==> src/hw/i2c_bus_pkg.sv <==
package i2c_bus_pkg;

  // Sequencer phases, one per section of a write frame.
  typedef enum logic [2:0] {
    ph_idle     = 3'd0, // Bus free, or the bus-free gap after STOP.
    ph_start    = 3'd1,
    ph_addr     = 3'd2, // Seven address bits, MSB first.
    ph_rw       = 3'd3,
    ph_ack_addr = 3'd4,
    ph_data     = 3'd5, // Eight data bits, MSB first.
    ph_ack_data = 3'd6,
    ph_stop     = 3'd7
  } seq_phase_t;

  // Each bit on the bus is split into this many timer ticks.
  // SCL is low in the first half and released in the second half.
  localparam int quarters = 4;

endpackage

==> src/hw/i2c_cmd_pkg.sv <==
package i2c_cmd_pkg;

  // Field widths of a queued write command.
  localparam int addr_w = 7;              // 7-bit slave address.
  localparam int data_w = 8;              // One data byte.
  localparam int cmd_w  = addr_w + data_w; // Packed entry width in the queue.

  // Commands that can wait while a frame is on the bus.
  localparam int default_depth = 4;

endpackage
==> src/hw/i2c_write_top.sv <==
`timescale 1ns/1ps

module i2c_write_top
  import i2c_cmd_pkg::*, i2c_bus_pkg::*;
#(
  parameter int divider = 4,
  parameter int depth   = default_depth
)
(
  input  logic              clk,
  input  logic              rst,
  input  logic              cmd_valid,
  input  logic [addr_w-1:0] cmd_addr,
  input  logic [data_w-1:0] cmd_data,
  input  logic              sda_in,
  output logic              cmd_drop,
  output logic              scl_oe,
  output logic              sda_oe,
  output logic              done,
  output logic              addr_ack,
  output logic              data_ack
);

  logic [addr_w-1:0]           head_addr;
  logic [data_w-1:0]           head_data;
  logic                        not_empty;
  logic                        pop;
  logic                        run;
  logic                        tick;
  logic [$clog2(quarters)-1:0] quarter;

  // Pending commands from the host.
  i2c_cmd_queue #(
    .depth(depth)
  ) i_i2c_cmd_queue (
    .clk       (clk),
    .rst       (rst),
    .push      (cmd_valid),
    .push_addr (cmd_addr),
    .push_data (cmd_data),
    .pop       (pop),
    .head_addr (head_addr),
    .head_data (head_data),
    .not_empty (not_empty),
    .drop      (cmd_drop)
  );

  i2c_bit_timer #(
    .divider(divider)
  ) i_i2c_bit_timer (
    .clk     (clk),
    .rst     (rst),
    .run     (run),
    .tick    (tick),
    .quarter (quarter)
  );

  i2c_write_master i_i2c_write_master (
    .clk       (clk),
    .rst       (rst),
    .not_empty (not_empty),
    .head_addr (head_addr),
    .head_data (head_data),
    .tick      (tick),
    .quarter   (quarter),
    .sda_in    (sda_in),
    .pop       (pop),
    .run       (run),
    .scl_oe    (scl_oe),
    .sda_oe    (sda_oe),
    .done      (done),
    .addr_ack  (addr_ack),
    .data_ack  (data_ack)
  );

endmodule

==> src/hw/i2c_write_master.sv <==
`timescale 1ns/1ps

module i2c_write_master
  import i2c_cmd_pkg::*, i2c_bus_pkg::*;
(
  input  logic                        clk,
  input  logic                        rst,
  input  logic                        not_empty,
  input  logic [addr_w-1:0]           head_addr,
  input  logic [data_w-1:0]           head_data,
  input  logic                        tick,
  input  logic [$clog2(quarters)-1:0] quarter,
  input  logic                        sda_in,
  output logic                        pop,
  output logic                        run,
  output logic                        scl_oe,
  output logic                        sda_oe,
  output logic                        done,
  output logic                        addr_ack,
  output logic                        data_ack
);

  localparam int q_w   = $clog2(quarters);
  localparam int bit_w = $clog2(data_w);

  localparam logic [q_w-1:0] q_last   = q_w'(quarters - 1);
  localparam logic [q_w-1:0] q_sample = q_w'(2);            // SCL high, slave data stable.
  localparam logic [q_w-1:0] q_high   = q_w'(quarters / 2); // First quarter with SCL released.

  seq_phase_t        phase;
  logic [bit_w-1:0]  bit_cnt;
  logic [addr_w-1:0] cur_addr;
  logic [data_w-1:0] cur_data;
  logic              finish;
  logic              bit_end;
  logic              sample;

  assign bit_end = tick && (quarter == q_last);
  assign sample  = tick && (quarter == q_sample);

  // A new frame may start only once the bus-free gap has run out.
  assign pop = (phase == ph_idle) && !run && not_empty;

  // Own copy of the command, so the queue slot is free during the frame.
  always_ff @(posedge clk)
  begin
    if (pop)
    begin
      cur_addr <= head_addr;
      cur_data <= head_data;
    end
  end

  always_ff @(posedge clk)
  begin
    if (rst)
    begin
      phase    <= ph_idle;
      run      <= 1'b0;
      bit_cnt  <= '0;
      addr_ack <= 1'b0;
      data_ack <= 1'b0;
      finish   <= 1'b0;
      done     <= 1'b0;
    end
    else
    begin
      finish <= 1'b0;
      done   <= finish; // One cycle after the STOP release.

      if (pop)
      begin
        phase    <= ph_start;
        run      <= 1'b1;
        addr_ack <= 1'b0;
        data_ack <= 1'b0;
      end

      if (sample)
      begin
        if (phase == ph_ack_addr)
          addr_ack <= !sda_in; // Slave pulls SDA low to acknowledge.
        if (phase == ph_ack_data)
          data_ack <= !sda_in;
      end

      if (bit_end)
      begin
        case (phase)
          ph_idle:
          begin
            run <= 1'b0; // Bus-free bit time after STOP is over.
          end
          ph_start:
          begin
            phase   <= ph_addr;
            bit_cnt <= bit_w'(addr_w - 1);
          end
          ph_addr:
          begin
            if (bit_cnt == '0)
              phase <= ph_rw;
            else
              bit_cnt <= bit_cnt - 1'b1;
          end
          ph_rw:
          begin
            phase <= ph_ack_addr;
          end
          ph_ack_addr:
          begin
            // No data byte for an absent slave.
            if (addr_ack)
            begin
              phase   <= ph_data;
              bit_cnt <= bit_w'(data_w - 1);
            end
            else
            begin
              phase <= ph_stop;
            end
          end
          ph_data:
          begin
            if (bit_cnt == '0)
              phase <= ph_ack_data;
            else
              bit_cnt <= bit_cnt - 1'b1;
          end
          ph_ack_data:
          begin
            phase <= ph_stop;
          end
          ph_stop:
          begin
            phase  <= ph_idle; // SDA rises here with SCL high.
            finish <= 1'b1;
          end
          default:
          begin
            phase <= ph_idle;
          end
        endcase
      end
    end
  end

  // Open-drain enables; 1 pulls the line low.
  always_comb
  begin
    scl_oe = 1'b0;
    sda_oe = 1'b0;
    case (phase)
      ph_idle:
      begin
        scl_oe = 1'b0;
        sda_oe = 1'b0;
      end
      ph_start:
      begin
        // SDA falls in quarter 1 while SCL is still high.
        scl_oe = (quarter == q_last);
        sda_oe = (quarter != '0);
      end
      ph_addr:
      begin
        scl_oe = (quarter < q_high);
        sda_oe = !cur_addr[bit_cnt];
      end
      ph_rw:
      begin
        scl_oe = (quarter < q_high);
        sda_oe = 1'b1; // Write.
      end
      ph_data:
      begin
        scl_oe = (quarter < q_high);
        sda_oe = !cur_data[bit_cnt];
      end
      ph_stop:
      begin
        scl_oe = (quarter < q_high);
        sda_oe = 1'b1; // Held low until the bit ends.
      end
      default:
      begin
        // ACK bits, SDA left to the slave.
        scl_oe = (quarter < q_high);
        sda_oe = 1'b0;
      end
    endcase
  end

endmodule

==> src/hw/i2c_bit_timer.sv <==
`timescale 1ns/1ps

module i2c_bit_timer
  import i2c_bus_pkg::*;
#(
  parameter int divider = 4
)
(
  input  logic                         clk,
  input  logic                         rst,
  input  logic                         run,
  output logic                         tick,
  output logic [$clog2(quarters)-1:0]  quarter
);

  localparam int cnt_w = $clog2(divider);
  localparam int q_w   = $clog2(quarters);

  logic [cnt_w-1:0] cnt;

  // Last cycle of the current quarter.
  assign tick = run && (cnt == cnt_w'(divider - 1));

  always_ff @(posedge clk)
  begin
    if (rst || !run)
    begin
      // Held clear between frames so the next one starts on quarter 0.
      cnt     <= '0;
      quarter <= '0;
    end
    else if (tick)
    begin
      cnt <= '0;
      if (quarter == q_w'(quarters - 1))
        quarter <= '0;
      else
        quarter <= quarter + 1'b1;
    end
    else
    begin
      cnt <= cnt + 1'b1;
    end
  end

endmodule

==> src/hw/i2c_cmd_queue.sv <==
`timescale 1ns/1ps

module i2c_cmd_queue
  import i2c_cmd_pkg::*;
#(
  parameter int depth = default_depth
)
(
  input  logic              clk,
  input  logic              rst,
  input  logic              push,
  input  logic [addr_w-1:0] push_addr,
  input  logic [data_w-1:0] push_data,
  input  logic              pop,
  output logic [addr_w-1:0] head_addr,
  output logic [data_w-1:0] head_data,
  output logic              not_empty,
  output logic              drop
);

  localparam int ptr_w = (depth > 1) ? $clog2(depth) : 1;

  logic [cmd_w-1:0] mem [depth];
  logic [ptr_w-1:0] rd_ptr;
  logic [ptr_w-1:0] wr_ptr;
  logic [ptr_w:0]   count;
  logic             full;
  logic             do_pop;
  logic             do_push;

  assign full      = (count == (ptr_w + 1)'(depth));
  assign not_empty = (count != '0);
  assign do_pop    = pop && not_empty;
  assign do_push   = push && (!full || do_pop); // A pop frees the slot in the same cycle.

  assign {head_addr, head_data} = mem[rd_ptr];

  always_ff @(posedge clk)
  begin
    if (do_push)
      mem[wr_ptr] <= {push_addr, push_data};
  end

  always_ff @(posedge clk)
  begin
    if (rst)
    begin
      rd_ptr <= '0;
      wr_ptr <= '0;
      count  <= '0;
      drop   <= 1'b0;
    end
    else
    begin
      drop <= push && !do_push; // Command lost, contents untouched.
      if (do_push)
        wr_ptr <= (wr_ptr == ptr_w'(depth - 1)) ? '0 : wr_ptr + 1'b1;
      if (do_pop)
        rd_ptr <= (rd_ptr == ptr_w'(depth - 1)) ? '0 : rd_ptr + 1'b1;
      if (do_push && !do_pop)
        count <= count + 1'b1;
      else if (do_pop && !do_push)
        count <= count - 1'b1;
    end
  end

endmodule

==> config.mk <==
export PLATFORM = sky130hd
export DESIGN_NAME = i2c_write_top
export DESIGN_NICKNAME = d
export VERILOG_FILES = /design/src/hw/i2c_bus_pkg.sv /design/src/hw/i2c_cmd_pkg.sv /design/src/hw/i2c_write_top.sv /design/src/hw/i2c_write_master.sv /design/src/hw/i2c_bit_timer.sv /design/src/hw/i2c_cmd_queue.sv
export SDC_FILE = /design/constraint.sdc
export NUM_CORES = 1
export LEC_CHECK = 0
export BUFFER_PORTS_ARGS = -buffer_cell sky130_fd_sc_hd__buf_2
export CORE_AREA = 3 3 81 140
export CTS_CLUSTER_DIAMETER = 100
export DETAILED_ROUTE_END_ITERATION = 8
export DIE_AREA = 0 0 84 143
export SYNTH_ARGS = -nofsm -noshare
export SYNTH_HDL_FRONTEND = slang
export SYNTH_SLANG_ARGS = --single-unit
==> constraint.sdc <==
create_clock -name clk -period 3.52 [get_ports clk]
set_input_delay 0 -clock clk [delete_from_list [all_inputs] [get_ports clk]]
set_output_delay 0 -clock clk [all_outputs]
set_load 0.02 [all_outputs]
==> run_results.csv, run 1 <==
group,metric,value,unit
floorplan,die_w,84,µm
drt,vias,2229,
timing,setup_tns,0,ps
timing,final_max_slew_viol_count,0,
pwr,power_leakage,0.00163,µW
critical_path,cp-startpoint,"i_i2c_write_master.phase[0]",
layout,fillCellCount,928,
logic_synthesis,ys_ff_latch,98,
clock_tree,cts.sinks,98,
timing,slew_headroom,0.443,
critical_path,crit_path_start_kind,"register",
floorplan,ios,25,
critical_path,worstSetupEndpointType,"register",
logic_synthesis,yosysWarnings,0,
place,dp_hpwl,4.80,mm
run_status,outcome,"completed",
critical_path,crit_path_end,"i_i2c_cmd_queue.count[2]",
logic_synthesis,synthTopCellsByArea,"edfxtp_1, dfxtp_1, mux4_2",
clock_tree,cts.clk_slew.worst_paths,60,ps
timing,worst_hold_slack,77.5,ps
floorplan,die_area,0.0120,mm²
critical_path,reg2reg_slack,770,ps
logic_synthesis,async_flop_share,0,
layout,nNetsFinal,331,
layout,area_growth,17.4,%
timing,final.period_utilization,0.780,
drt,routedWlPerCell,16.4,µm
layout,multi_input_area,0.00122,mm²
layout,utilization,0.460,
clock_tree,clk_latency,330,ps
place,gp_congestion,0.771,
floorplan,num_rows,49,
drt,ant_nets,0,
timing,setup_viol,0,
clock_tree,cts_resized,0,
logic_synthesis,synthTopCellsByCount,"edfxtp_1, dfxtp_1, mux4_2",
logic_synthesis,synthesis.area,0.00406,mm²
drt,firstDrtPassIters,4,
place,port_buffers,24,
place,pre_cts_slack,790,ps
clock_tree,numCtsBuffers,9,
logic_synthesis,yosysMostFrequentCell,"edfxtp_1",
clock_tree,clk_path_buf_depth,2,
critical_path,critPathKind,"reg2reg",
critical_path,regToRegEndpoint,"i_i2c_cmd_queue.count[2]",
logic_synthesis,synthesis.nets,293,
flow_run,cap_viol_max_count,0,
timing,worst_pin_slew,834,ps
drt,drtIter0Drc,101,
drt,viasPerCell,5.17,
timing,hold_viol,0,
grt,grt_overflow,0,
grt,grt_usage,0.131,
hold_path,hp-class,"in2reg",
pwr,peakVddDrop,0.293,mV
grt,grt_max_degree,24,
timing,max_freq,364,MHz
timing,rsz0062_at_grt,"no",
grt,grt_antenna_before_repair,0,
clock_tree,cts_tree,"yes",
logic_synthesis,synth.avg_cell_area,15.5,µm²
logic_synthesis,synth_edf_count,75,
drt,wirelength,7.07,mm
clock_tree,root_buffer,"clkbuf_16",
drt,remaining_drc_errors,0,
timing,final.min_clock_period,2750,ps
floorplan,initial_core_util,0.391,
critical_path,r2r_cells,8,
logic_synthesis,synth_top_area_share,0.555,
grt,grt_pass1_vias,2356,
critical_path,cp.required,3790,ps
pwr,power_density,670,mW/mm²
layout,seqCellArea,0.00271,mm²
critical_path,rr_startpoint,"i_i2c_write_master.phase[0]",
logic_synthesis,yosysTopAreaCell,"edfxtp_1",
floorplan,core_area,0.0104,mm²
clock_tree,cts.htree.levels,3,
critical_path,worstPathMaxFanout,17,
critical_path,critPathArrivalTime,3010,ps
logic_synthesis,netlist_instances,261,
clock_tree,cts_hold_buf,17,
layout,layout-drive-gt1-share,0.204,
logic_synthesis,ys_seq_area_frac,0.669,
timing,skew,5.73,ps
grt,grt_pass1_wl,12.0,mm
layout,num_antenna_cells,0,
clock_tree,post_cts_buffers,0,
timing,fin_ws,774,ps
logic_synthesis,synth_ff_type,"edfxtp_1",
logic_synthesis,netlist-cell-type-count,47,
floorplan,die_y,143,µm
## how the worst min path moves through the flow
stage / start / to / slack, ps / cells after the start
after global routing: rst / i_i2c_cmd_queue.count[1] / 90 / 2
after floorplan: cmd_data[0] / i_i2c_cmd_queue.mem[0][0] / 100 / 0
after detailed placement: cmd_data[1] / i_i2c_cmd_queue.mem[3][1] / 220 / 1
after global placement: cmd_data[6] / i_i2c_cmd_queue.mem[2][6] / 220 / 1
after CTS: rst / i_i2c_write_master.run / 70 / 2
final: rst / i_i2c_cmd_queue.count[1] / 80 / 2
## worst max-delay path, cell delays in order, from the launching register on
cell and delay (ps):
dfxtp_1 450, o41ai_1 540, o31a_1 340, ha_1 230, inv_1 70, fa_1 430, xor2_1 170, or3_1 320
a21oi_1 140
## placed cells by master (no fill, tap or decap), types with 2 or more instances in the layout
cell,n
edfxtp_1,75
buf_2,24
dfxtp_1,23
mux4_2,18
dlygate4sd3_1,17
nor2_1,15
inv_1,12
ha_1,12
a21oi_1,10
clkbuf_16,9
o21ai_0,7
nand2_1,7
and2_1,6
nor3_1,5
mux2i_1,5
nand3_1,5
or3_1,4
nand2b_1,4
or4_1,3
xor2_1,3
clkbuf_1,3
a2111oi_0,2
a211o_1,2
a31o_2,2
o311ai_0,2
nor2b_1,2
bufinv_16,2
buf_4,2
## logic make-up after synthesis
| kind of cell | share of synthesized area |
|---|---|
| multiplexers | 0.115 |
| AO/OA/AOI/OAI | 0.0639 |
| adder cells (fa/ha/maj) | 0.0420 |
| flip-flops | 0.669 |
| AND/OR/NAND/NOR | 0.0747 |
| XOR/XNOR | 0.00648 |
| buffers and inverters | 0.0290 |
## flip-flops by register name (all words and copies together) (netlist names), 3 cells and up
register	count
i_i2c_write_master.cur_data	8
i_i2c_write_master.cur_addr	7
i_i2c_cmd_queue.count	3
i_i2c_write_master.bit_cnt	3
i_i2c_write_master.phase	3
i_i2c_cmd_queue.mem	60
## power by group
| part | leakage [µW] | internal [µW] | total [µW] | switching [µW] |
|---|---|---|---|---|
| Combinational | 0.000594 | 287 | 579 | 292 |
| Sequential | 0.000879 | 1480 | 1580 | 100 |
| Clock | 0.000154 | 642 | 1040 | 396 |
| Total | 0.00163 | 2400 | 3190 | 788 |
## area by class of cell
type,count,area share
Clock buffer,13,0.0525
Clock inverter,3,0.0137
Inverter,12,0.00946
Multi-Input combinational cell,135,0.257
Sequential cell,98,0.570
Tap cell,127,0.0334
Timing Repair Buffer,43,0.0641
## routing by layer
layer / vias up / global-route usage / routed length [µm]
met2: 39 / 0.237 / 3960
met1: 1100 / 0.140 / 2750
met3: 13 / 0.0341 / 210
met5: - / 0 / 0
met4: 0 / 0.0636 / 153
li1: 1077 / - / -
## through the flow
stage,total power (µW),cells,cell area (µm²)
floorplan,2040,261,4060
global placement,2170,398,4280
detailed placement,2180,398,4280
CTS,3240,431,4760
global route,3360,431,4760
finish,3190,431,4760
No activity file was read; power rests on OpenSTA's default activity.
==> run 2, diff against run 1 <==
==> constraint.sdc (replaced) <==
create_clock -name clk -period 2.55 [get_ports clk]
set_input_delay 0 -clock clk [delete_from_list [all_inputs] [get_ports clk]]
set_output_delay 0 -clock clk [all_outputs]
set_load 0.02 [all_outputs]
==> run 2 against run 1 <==
Effect of this change:
- sequential power is 34% higher
- largest power group unchanged
- core utilization is 0.95 points higher
- total power is 41% higher
==> run_results.csv, run 2 (same netlist as run 1, synthesis figures left out) <==
group,metric,value,unit
layout,final_common_cell,"edfxtp_1",
critical_path,cp.required,2550,ps
layout,nNetsFinal,341,
drt,wirelength,6.99,mm
critical_path,critPathKind,"reg2out",
layout,reg.largest.list,"i_i2c_cmd_queue.mem (60), i_i2c_write_master.cur_data (8), i_i2c_write_master.cur_addr (7)",
critical_path,worstPathMaxFanout,7,
layout,layout-drive-gt1-share,0.242,
floorplan,core_area,0.0104,mm²
drt,remaining_drc_errors,0,
place,dpl.cell_count,408,
drt,ant_nets,0,
timing,skew,6.11,ps
clock_tree,cts.clk_slew.worst_paths,70,ps
pwr,power_leakage,0.00169,µW
grt,grt_overflow,0,
place,port_buffers,24,
drt,routedWlPerCell,15.8,µm
pwr,power_density,929,mW/mm²
critical_path,crit_path_start_kind,"register",
hold_path,hp-class,"in2reg",
run_status,outcome,"completed",
grt,grt_antenna_before_repair,0,
place,gp_congestion,0.790,
layout,top_register,"i_i2c_cmd_queue.mem",
grt,grt_usage,0.129,
timing,final.min_clock_period,2370,ps
grt,grt_max_degree,24,
timing,worst_pin_slew,488,ps
floorplan,die_w,84,µm
flow_run,cap_viol_max_count,0,
timing,hold_viol,0,
clock_tree,clk_path_buf_depth,2,
timing,worst_hold_slack,72.2,ps
floorplan,initial_core_util,0.391,
drt,viasPerCell,5.17,
place,dp_hpwl,4.72,mm
critical_path,worstSetupEndpointType,"output pin",
layout,area_growth,19.9,%
layout,fillCellCount,902,
clock_tree,cts.htree.levels,3,
grt,grt_pass1_wl,11.9,mm
drt,drtIter0Drc,143,
pwr,peakVddDrop,0.457,mV
timing,rsz0062_at_grt,"no",
timing,max_freq,422,MHz
timing,setup_viol,0,
clock_tree,post_cts_buffers,0,
pwr,power,4520,µW
timing,final.period_utilization,0.930,
critical_path,reg2reg_slack,210,ps
grt,grt_pass1_vias,2413,
floorplan,die_y,143,µm
layout,num_antenna_cells,0,
critical_path,cp-startpoint,"i_i2c_write_master.bit_cnt[0]",
clock_tree,root_buffer,"clkbuf_16",
floorplan,num_rows,49,
layout,final_cells,441,
floorplan,die_area,0.0120,mm²
layout,final_cell_mix,"edfxtp_1, buf_2, dfxtp_1",
clock_tree,clk_latency,340,ps
timing,slew_headroom,0.666,
critical_path,rr_startpoint,"i_i2c_write_master.phase[1]",
hold_path,min_from,"rst",
critical_path,regToRegEndpoint,"i_i2c_cmd_queue.count[2]",
clock_tree,numCtsBuffers,9,
critical_path,r2r_cells,8,
clock_tree,cts_tree,"yes",
timing,final_max_slew_viol_count,0,
drt,firstDrtPassIters,4,
layout,largest_reg_flops,60,
critical_path,crit_path_end,"sda_oe",
critical_path,critPathArrivalTime,2370,ps
floorplan,ios,25,
timing,setup_tns,0,ps
drt,vias,2279,
clock_tree,cts.sinks,98,
## run 2: changes by cell type in the layout (fill, tap and decap cells not counted), sizes merged
cell	before	now
clkbuf	13	9
buf	26	36
inv	12	16
## run 2: per-layer routing
metal,share of wire,GRT usage
met1,0.40,0.141
met2,0.54,0.227
met3,0.026,0.0277
met4,0.033,0.0814
met5,0,0
## run 2: worst min-delay path by stage
| stage | slack (ps) | cells after the start | end |
|---|---|---|---|
| finish | 70 | 2 | i_i2c_cmd_queue.count[1] |
| detailed placement | 220 | 1 | i_i2c_cmd_queue.mem[0][3] |
| global route | 90 | 2 | i_i2c_write_master.run |
| floorplan | 100 | 0 | i_i2c_cmd_queue.mem[0][0] |
| global placement | 210 | 1 | i_i2c_cmd_queue.mem[2][3] |
| CTS | 70 | 2 | i_i2c_write_master.run |
## run 2: stage by stage
step / cell area [µm²] / setup WS (ps) / util
floorplan: 4060 / 37.0 / -
global placement: 4350 / 238 / 0.420
detailed placement: 4350 / 144 / 0.420
CTS: 4850 / 127 / 0.468
global route: 4860 / 1.94 / 0.469
finish: 4860 / 179 / 0.469
## run 2: worst max-delay path, cell delays in order, from the launching register on
cell and delay, ps:
dfxtp_1 520, mux4_2 540, and2_1 180, a2111oi_0 480, a211o_1 160, buf_2 160
## run 2: report_power, final
part | internal, µW | total, µW | leakage (µW) | switching (µW)
Combinational | 448 | 913 | 0.000651 | 465
Sequential | 2030 | 2120 | 0.000879 | 90.1
Clock | 879 | 1480 | 0.000163 | 603
Total | 3360 | 4520 | 0.00169 | 1160
## run 2: repair_timing
| item | in CTS | in global routing |
|---|---|---|
| hold endpoints to repair | 63 | 0 |
| gates resized for setup | 0 | 1 |
| endpoints found under the setup margin | 0 | 1 |
| hold buffers | 17 | 0 |
## run 2: area by class of cell
cell class                      instances  area, µm²  share of cell area
Timing Repair Buffer                   53        380              0.0782
Multi-Input combinational cell        135       1230               0.254
Clock buffer                            9        225              0.0463
Clock inverter                          7        106              0.0219
Sequential cell                        98       2710               0.558
Tap cell                              127        159              0.0327
Inverter                               12       45.0             0.00927
